File: src/include/rv_defs.svh
`ifndef RV_DEFS_SVH
`define RV_DEFS_SVH

// datapath width, registers and pc
`define XLEN 32

// architectural register count, x0 included
`define NUM_REGS 32

// bits needed to name one register
`define REG_IDX_W 5

// first fetch address out of reset
`define RESET_PC 32'h0000_0000

// shift amount taken from rs2 or the immediate
`define SHAMT_W 5

`endif

File: src/rv_pkg.sv
`include "rv_defs.svh"

package rv_pkg;

  // major opcodes handled by the core, everything else is illegal
  typedef enum logic [6:0] {
    op_reg    = 7'b0110011,
    op_imm    = 7'b0010011,
    op_lui    = 7'b0110111,
    op_auipc  = 7'b0010111,
    op_jal    = 7'b1101111,
    op_jalr   = 7'b1100111,
    op_branch = 7'b1100011,
    op_system = 7'b1110011
  } opcode_e;

  typedef enum logic [3:0] {
    alu_add,
    alu_sub,
    alu_sll,
    alu_slt,
    alu_sltu,
    alu_xor,
    alu_srl,
    alu_sra,
    alu_or,
    alu_and
  } alu_op_e;

  // values follow funct3 so the decoder can cast directly
  typedef enum logic [2:0] {
    br_beq  = 3'b000,
    br_bne  = 3'b001,
    br_blt  = 3'b100,
    br_bge  = 3'b101,
    br_bltu = 3'b110,
    br_bgeu = 3'b111
  } branch_op_e;

  typedef enum logic [1:0] {
    f_req,
    f_exec,
    f_release,
    f_halted
  } fetch_state_e;

  typedef struct packed {
    alu_op_e               alu_op;
    branch_op_e            branch_op;
    logic [`REG_IDX_W-1:0] rd;
    logic [`REG_IDX_W-1:0] rs1;
    logic [`REG_IDX_W-1:0] rs2;
    logic [`XLEN-1:0]      imm;
    logic                  uses_imm;   // operand b from imm
    logic                  is_lui;
    logic                  is_auipc;
    logic                  is_branch;
    logic                  is_jal;
    logic                  is_jalr;
    logic                  writes_rd;
    logic                  halt_req;   // ecall or illegal
  } decoded_insn_t;

  typedef struct packed {
    logic                  valid;
    logic [`XLEN-1:0]      pc;
    logic [`XLEN-1:0]      next_pc;
    logic                  rd_we;      // never set for x0
    logic [`REG_IDX_W-1:0] rd;
    logic [`XLEN-1:0]      rd_data;
    logic                  halt;
  } retire_t;

endpackage

File: src/fetch_unit.sv
`include "rv_defs.svh"

module fetch_unit (
  input  logic             clk,
  input  logic             rst,
  output logic             imem_req,
  output logic [`XLEN-1:0] imem_addr,
  input  logic             imem_ack,
  input  logic [`XLEN-1:0] imem_data,
  output logic [`XLEN-1:0] insn,
  output logic [`XLEN-1:0] pc,
  output logic             exec_en,
  input  rv_pkg::retire_t  retire,
  output logic             halt
);

  rv_pkg::fetch_state_e state;

  // req comes straight from the state, so it drops as soon as ack is taken
  assign imem_req  = (state == rv_pkg::f_req);
  assign imem_addr = pc;
  assign exec_en   = (state == rv_pkg::f_exec);

  always_ff @(posedge clk) begin
    if (rst) begin
      // start in release so req stays low until ack is seen low
      state <= rv_pkg::f_release;
      pc    <= `RESET_PC;
      halt  <= 1'b0;
    end else begin
      case (state)
        rv_pkg::f_req: begin
          if (imem_ack) begin
            state <= rv_pkg::f_exec;
          end
        end
        rv_pkg::f_exec: begin
          if (retire.valid && retire.halt) begin
            state <= rv_pkg::f_halted;
            halt  <= 1'b1;  // sticky until reset
          end else begin
            state <= rv_pkg::f_release;
            pc    <= retire.next_pc;
          end
        end
        rv_pkg::f_release: begin
          if (!imem_ack) begin  // phase 4 done
            state <= rv_pkg::f_req;
          end
        end
        default: begin
          state <= rv_pkg::f_halted;
        end
      endcase
    end
  end

  // instruction word captured with the ack, held through f_exec
  always_ff @(posedge clk) begin
    if (state == rv_pkg::f_req && imem_ack) begin
      insn <= imem_data;
    end
  end

endmodule

File: src/insn_decoder.sv
`include "rv_defs.svh"

module insn_decoder (
  input  logic [`XLEN-1:0]      insn,
  output rv_pkg::decoded_insn_t dec
);

  logic [6:0]            funct7;
  logic [`REG_IDX_W-1:0] rs2;
  logic [`REG_IDX_W-1:0] rs1;
  logic [2:0]            funct3;
  logic [`REG_IDX_W-1:0] rd;
  logic [6:0]            opcode;
  logic [`XLEN-1:0]      imm_i;
  logic [`XLEN-1:0]      imm_b;
  logic [`XLEN-1:0]      imm_j;
  logic [`XLEN-1:0]      imm_u;
  logic [`XLEN-1:0]      imm_shamt;
  logic                  funct7_zero;
  logic                  funct7_alt;
  logic                  illegal;
  rv_pkg::alu_op_e       alu_base;

  assign {funct7, rs2, rs1, funct3, rd, opcode} = insn;

  assign imm_i     = {{(`XLEN-12){insn[31]}}, insn[31:20]};
  assign imm_b     = {{(`XLEN-12){insn[31]}}, insn[7], insn[30:25], insn[11:8], 1'b0};
  assign imm_j     = {{(`XLEN-20){insn[31]}}, insn[19:12], insn[20], insn[30:21], 1'b0};
  assign imm_u     = {insn[31:12], 12'b0};
  assign imm_shamt = {{(`XLEN-`SHAMT_W){1'b0}}, insn[20 +: `SHAMT_W]};

  assign funct7_zero = (funct7 == 7'b0000000);
  assign funct7_alt  = (funct7 == 7'b0100000);  // sub, sra, srai

  // common funct3 to alu mapping for reg and imm forms
  always_comb begin
    case (funct3)
      3'b000:  alu_base = rv_pkg::alu_add;
      3'b001:  alu_base = rv_pkg::alu_sll;
      3'b010:  alu_base = rv_pkg::alu_slt;
      3'b011:  alu_base = rv_pkg::alu_sltu;
      3'b100:  alu_base = rv_pkg::alu_xor;
      3'b101:  alu_base = funct7_alt ? rv_pkg::alu_sra : rv_pkg::alu_srl;
      3'b110:  alu_base = rv_pkg::alu_or;
      default: alu_base = rv_pkg::alu_and;
    endcase
  end

  always_comb begin
    dec           = '0;
    dec.alu_op    = rv_pkg::alu_add;
    dec.branch_op = rv_pkg::br_beq;
    dec.rd        = rd;
    dec.rs1       = rs1;
    dec.rs2       = rs2;
    illegal       = 1'b0;
    case (opcode)
      rv_pkg::op_reg: begin
        dec.writes_rd = 1'b1;
        dec.alu_op    = (funct3 == 3'b000 && funct7_alt) ? rv_pkg::alu_sub : alu_base;
        // only add/sub and srl/sra accept the alternate funct7
        illegal = !(funct7_zero || (funct7_alt && (funct3 == 3'b000 || funct3 == 3'b101)));
      end
      rv_pkg::op_imm: begin
        dec.writes_rd = 1'b1;
        dec.uses_imm  = 1'b1;
        dec.alu_op    = alu_base;
        dec.imm       = (funct3[1:0] == 2'b01) ? imm_shamt : imm_i;
        if (funct3 == 3'b001) begin
          illegal = !funct7_zero;
        end else if (funct3 == 3'b101) begin
          illegal = !(funct7_zero || funct7_alt);
        end
      end
      rv_pkg::op_lui: begin
        dec.writes_rd = 1'b1;
        dec.is_lui    = 1'b1;
        dec.imm       = imm_u;
      end
      rv_pkg::op_auipc: begin
        dec.writes_rd = 1'b1;
        dec.is_auipc  = 1'b1;
        dec.imm       = imm_u;
      end
      rv_pkg::op_jal: begin
        dec.writes_rd = 1'b1;
        dec.is_jal    = 1'b1;
        dec.imm       = imm_j;
      end
      rv_pkg::op_jalr: begin
        dec.writes_rd = 1'b1;
        dec.is_jalr   = 1'b1;
        dec.imm       = imm_i;
        illegal       = (funct3 != 3'b000);
      end
      rv_pkg::op_branch: begin
        dec.is_branch = 1'b1;
        dec.imm       = imm_b;
        dec.branch_op = rv_pkg::branch_op_e'(funct3);
        illegal       = (funct3[2:1] == 2'b01);  // 010 and 011 unused
      end
      rv_pkg::op_system: dec.halt_req = 1'b1;  // ecall, other system ops unsupported
      default: illegal = 1'b1;
    endcase
    if (illegal) begin
      dec.halt_req  = 1'b1;
      dec.writes_rd = 1'b0;
    end
  end

endmodule

File: src/reg_file.sv
`include "rv_defs.svh"

module reg_file (
  input  logic                  clk,
  input  logic                  rst,
  input  logic [`REG_IDX_W-1:0] rs1,
  input  logic [`REG_IDX_W-1:0] rs2,
  output logic [`XLEN-1:0]      rs1_data,
  output logic [`XLEN-1:0]      rs2_data,
  input  rv_pkg::retire_t       wr
);

  logic [`XLEN-1:0] regs [`NUM_REGS];

  // x0 stays zero, rd_we is never set for it
  always_ff @(posedge clk) begin
    if (rst) begin
      for (int i = 0; i < `NUM_REGS; i++) begin
        regs[i] <= '0;
      end
    end else if (wr.valid && wr.rd_we) begin
      regs[wr.rd] <= wr.rd_data;
    end
  end

  assign rs1_data = regs[rs1];
  assign rs2_data = regs[rs2];

endmodule

File: src/execute_unit.sv
`include "rv_defs.svh"

module execute_unit (
  input  logic                  exec_en,
  input  logic [`XLEN-1:0]      pc,
  input  rv_pkg::decoded_insn_t dec,
  input  logic [`XLEN-1:0]      rs1_data,
  input  logic [`XLEN-1:0]      rs2_data,
  output rv_pkg::retire_t       result
);

  logic [`XLEN-1:0]    op_b;
  logic [`SHAMT_W-1:0] shamt;
  logic [`XLEN-1:0]    alu_out;
  logic [`XLEN-1:0]    pc_plus4;
  logic [`XLEN-1:0]    pc_rel;
  logic [`XLEN-1:0]    jalr_target;
  logic [`XLEN-1:0]    next_pc;
  logic [`XLEN-1:0]    wb_data;
  logic                taken;

  assign op_b        = dec.uses_imm ? dec.imm : rs2_data;
  assign shamt       = op_b[`SHAMT_W-1:0];
  assign pc_plus4    = pc + `XLEN'(4);
  assign pc_rel      = pc + dec.imm;  // shared by branch, jal and auipc
  assign jalr_target = (rs1_data + dec.imm) & ~`XLEN'(1);

  always_comb begin
    case (dec.alu_op)
      rv_pkg::alu_add:  alu_out = rs1_data + op_b;
      rv_pkg::alu_sub:  alu_out = rs1_data - op_b;
      rv_pkg::alu_sll:  alu_out = rs1_data << shamt;
      rv_pkg::alu_slt:  alu_out = `XLEN'($signed(rs1_data) < $signed(op_b));
      rv_pkg::alu_sltu: alu_out = `XLEN'(rs1_data < op_b);
      rv_pkg::alu_xor:  alu_out = rs1_data ^ op_b;
      rv_pkg::alu_srl:  alu_out = rs1_data >> shamt;
      rv_pkg::alu_sra:  alu_out = $signed(rs1_data) >>> shamt;
      rv_pkg::alu_or:   alu_out = rs1_data | op_b;
      default:          alu_out = rs1_data & op_b;
    endcase
  end

  always_comb begin
    case (dec.branch_op)
      rv_pkg::br_beq:  taken = (rs1_data == rs2_data);
      rv_pkg::br_bne:  taken = (rs1_data != rs2_data);
      rv_pkg::br_blt:  taken = ($signed(rs1_data) < $signed(rs2_data));
      rv_pkg::br_bge:  taken = ($signed(rs1_data) >= $signed(rs2_data));
      rv_pkg::br_bltu: taken = (rs1_data < rs2_data);
      rv_pkg::br_bgeu: taken = (rs1_data >= rs2_data);
      default:         taken = 1'b0;
    endcase
  end

  always_comb begin
    if (dec.is_jalr) begin
      next_pc = jalr_target;
    end else if (dec.is_jal || (dec.is_branch && taken)) begin
      next_pc = pc_rel;
    end else begin
      next_pc = pc_plus4;
    end

    if (dec.is_lui) begin
      wb_data = dec.imm;
    end else if (dec.is_auipc) begin
      wb_data = pc_rel;
    end else if (dec.is_jal || dec.is_jalr) begin
      wb_data = pc_plus4;  // link value
    end else begin
      wb_data = alu_out;
    end
  end

  assign result.valid   = exec_en;
  assign result.pc      = pc;
  assign result.next_pc = next_pc;
  assign result.rd_we   = dec.writes_rd && (dec.rd != '0) && !dec.halt_req;
  assign result.rd      = dec.rd;
  assign result.rd_data = wb_data;
  assign result.halt    = dec.halt_req;

endmodule

File: src/rv_core.sv
`include "rv_defs.svh"

module rv_core (
  input  logic             clk,
  input  logic             rst,
  output logic             imem_req,
  output logic [`XLEN-1:0] imem_addr,
  input  logic             imem_ack,
  input  logic [`XLEN-1:0] imem_data,
  output rv_pkg::retire_t  retire,
  output logic             halt
);

  logic [`XLEN-1:0]      insn;
  logic [`XLEN-1:0]      pc;
  logic                  exec_en;
  rv_pkg::decoded_insn_t dec;
  logic [`XLEN-1:0]      rs1_data;
  logic [`XLEN-1:0]      rs2_data;

  fetch_unit u_fetch (
    .clk       (clk),
    .rst       (rst),
    .imem_req  (imem_req),
    .imem_addr (imem_addr),
    .imem_ack  (imem_ack),
    .imem_data (imem_data),
    .insn      (insn),
    .pc        (pc),
    .exec_en   (exec_en),
    .retire    (retire),
    .halt      (halt)
  );

  insn_decoder u_decode (
    .insn (insn),
    .dec  (dec)
  );

  // the retire record doubles as the write port
  reg_file u_regs (
    .clk      (clk),
    .rst      (rst),
    .rs1      (dec.rs1),
    .rs2      (dec.rs2),
    .rs1_data (rs1_data),
    .rs2_data (rs2_data),
    .wr       (retire)
  );

  execute_unit u_exec (
    .exec_en  (exec_en),
    .pc       (pc),
    .dec      (dec),
    .rs1_data (rs1_data),
    .rs2_data (rs2_data),
    .result   (retire)
  );

endmodule

File: config.mk
export PLATFORM = sky130hd
export DESIGN_NAME = rv_core
export DESIGN_NICKNAME = d
export VERILOG_FILES = /design/src/rv_pkg.sv /design/src/fetch_unit.sv /design/src/insn_decoder.sv /design/src/reg_file.sv /design/src/execute_unit.sv /design/src/rv_core.sv
export VERILOG_INCLUDE_DIRS = /design/src /design/src/include
export SDC_FILE = /design/constraint.sdc
export NUM_CORES = 2
export LEC_CHECK = 0
export BUFFER_PORTS_ARGS = -buffer_cell sky130_fd_sc_hd__buf_4
export CAP_MARGIN = 20
export CORE_AREA = 4 4 438 332
export DETAILED_ROUTE_END_ITERATION = 8
export DIE_AREA = 0 0 442 336
export PLACE_DENSITY_LB_ADDON = 0.12
export SYNTH_ARGS = -nofsm -noshare
export SYNTH_HDL_FRONTEND = slang
export SYNTH_SLANG_ARGS = --single-unit
export TNS_END_PERCENT = 50
File: constraint.sdc
create_clock -name clk -period 7.5 [get_ports clk]
set_clock_uncertainty 0.15 [all_clocks]
set_input_delay 1.125 -clock clk [delete_from_list [all_inputs] [get_ports clk]]
set_output_delay 1.125 -clock clk [all_outputs]
set_load 0.02 [all_outputs]
==> reports/qor.yml <==
io-pin-count: 173
area_growth_pct: 18.98
finalSetupViolations: 49
clkSinkCount: 1101
drive_above_1_share: 0.2774
drv_cap: 0
synth_seq_cells: 1101
cts_buffers: 107
dpl.hpwl_um: 251300
ys.flop_type: "edfxtp_1"
fin_area_sq_um: 84970
synth_area_sq_um: 71410
cp_max_fo: 6
track_usage: 0.4718
syn_avg_cell_area_sq_um: 11.19
rows: 120
drt_iter0_drc: 12530
post_layout_nonfiller_instances: 8933
hold_path.class: "flip-flop to flip-flop"
violations: "negative setup slack"
rrSetupSlack_ns: 0.70
slowest_stage: "or4_4"
ys_warn_count: 0
worst_slew_pin_slew_ns: 1.219
endpoint_kind: "primary output"
crit_path_cell_trace: "buf_12 > buf_12 > buf_12 > mux4_2 > mux4_2 > mux2i_4 > buf_6 > nor2_2 > a21o_1 > ha_4 > or4_4 > or4_4 > o31ai_2 > o21ba_4 > a311o_2 > a311oi_2 > nor2_4 > mux2i_2 > and4_1 > nand3_4 > a21oi_4 > nand2_2 > buf_6"
worst_ep_required_time_ns: 6.22
initial_core_util: 0.5044
status: "finished with violations"
relSlewSlack: 0.1872
synth_cells: 6382
ys_seq_area_frac: 0.4567
dp_slack_ns: -0.9873
clockRootBuffer: "clkbuf_16"
ant_nets: 0
antenna_found_initial: 17
min_period_ns: 8.084
grt_max_degree: 140
rsz0062_at_grt: "true"
crit_type: "flip-flop to primary output"
place_area_sq_um: 79000
layout.nets: 7174
cp-start-kind: "flip-flop"
drv_slew: 0
cellPowerDensity_nw_per_um2: 249.3
placed_cells: 8634
cpMostUsedCell: "buf_12"
holdWs_ns: 0.3477
gp_congestion: 1.103
route.detailed.drc: 0
p_leak_nw: 33.60
clk_pin_slew_ns: 0.06
critPathMaxStageDelay_ns: 0.53
die_area_sq_um: 148500
utilization: 0.6001
viasPerCell: 7.272
clock_latency_ns: 0.80
cts.htree.levels: 3
max_freq_ghz: 0.1237
final.period_utilization: 1.078
grt_pass1_vias: 60900
power.total_mw: 21.18
cts_tree: "built"
synth.distinct_cells: 112
synth_edf_count: 1056
portBuffers: 172
wl_per_cell_um: 40.45
tns_ns: -9.277
ir_drop_uv: 386.0
overflow: 0
drt_wl_total_um: 361300
coreArea_sq_um: 141600
hold_viol_final: 0
async_flop_share: 0
dr.pass1.iters: 8
fillCellCount: 11380
timing.final.ws_setup_ns: -0.5842
vias: 64960
grt_pass1_wl_um: 488900
die_w_um: 442
cp_data_arrival_time_ns: 6.81
clockBufferDepth: 3
die_y_um: 336
hold_buffers: 0
## synth_stat cells (all sizes together) (135+ instances only)
cell type  instances  area, sq um
nand3            135        685.7
inv              169        646.9
mux2i            457         4578
mux4             411         9256
ha               191         2390
nor2            1173         4428
edfxtp          1056        31710
a21oi            355         1780
nand2            305         1145
a22oi            239         1794
buf              304         1879
clkbuf           284         1067
o21ai            171        859.6
## layout by cell type (no fill, tap or decap), types with 153 or more instances in the layout
cell type,instances
nor2_1,1150
edfxtp_1,1056
buf_4,888
mux2i_1,440
mux4_2,411
a21oi_1,320
nand2_1,270
a22oi_1,236
ha_1,179
inv_1,153
## kinds of logic after synthesis
group                      count (synthesis)  synth area share
AOI/OAI and AO/OA                       1324            0.1256
other                                      1        0.00005251
xor gates and xnor gates                 101           0.01239
and+or+nand+nor                         2001            0.1217
muxes                                    899            0.1986
buffers and inverters                    760           0.05048
adders and majority gates                195           0.03459
DFF                                     1101            0.4567
## area by class of cell
type / count / area (sq um) / share of cell area
flip-flops and latches: 1101 / 32640 / 0.3841
well taps: 1891 / 2366 / 0.02785
inverters: 172 / 658.1 / 0.007746
clock buffers: 127 / 2753 / 0.03240
multi-input cells: 4552 / 36960 / 0.4350
diodes: 12 / 30.03 / 0.0003534
clock inverters: 68 / 701.9 / 0.008261
repair buffers: 1010 / 8860 / 0.1043
## registers in the layout, indices dropped and copies added, names as in the netlist, named ones only
signal and cells:
u_fetch.halt 1, u_fetch.state 2, u_fetch.insn 32, u_fetch.imem_addr 32
u_regs.regs 1024
## worst max-delay path, delay by kind of cell, from the launching register on
| kind | cells | cell delay (ns) |
|---|---|---|
| flops | 1 | 0.37 |
| simple gates | 7 | 1.70 |
| buf+inv | 5 | 0.73 |
| mux | 4 | 1.47 |
| compound gates | 6 | 1.52 |
| fa+ha+maj | 1 | 0.22 |
## metal layers
| metal | GRT usage | share of wire | vias up | routed length [um] |
|---|---|---|---|---|
| met2 | 0.5928 | 0.37 | 6621 | 135200 |
| li1 | - | - | 25330 | - |
| met3 | 0.2642 | 0.20 | 1123 | 70730 |
| met1 | 0.6530 | 0.37 | 31870 | 135300 |
| met4 | 0.2118 | 0.054 | 20 | 19470 |
| met5 | 0.01206 | 0.0019 | - | 675 |
## final timing paths
path,startpoint,endpoint,cells past startpoint
worst max-delay path,flip-flop,retire[31],23
worst min-delay path,u_fetch.halt,u_fetch.halt,2
worst max register to register,flip-flop,u_regs.regs[11][0],23
worst min register to register,u_fetch.halt,u_fetch.halt,2
## report_power, final
part / switching (mW) / internal [mW] / leakage (nW)
clock network: 2.58 / 2.90 / 1.66
logic: 5.61 / 2.99 / 20.7
registers: 0.157 / 6.94 / 11.2
## timing repair
item	CTS	global route
setup endpoints to repair	133	54
resized for setup	170	127
gates cloned	7	1
pin swaps	47	60
setup buffers	52	33
(Power assumes the default switching activity.)
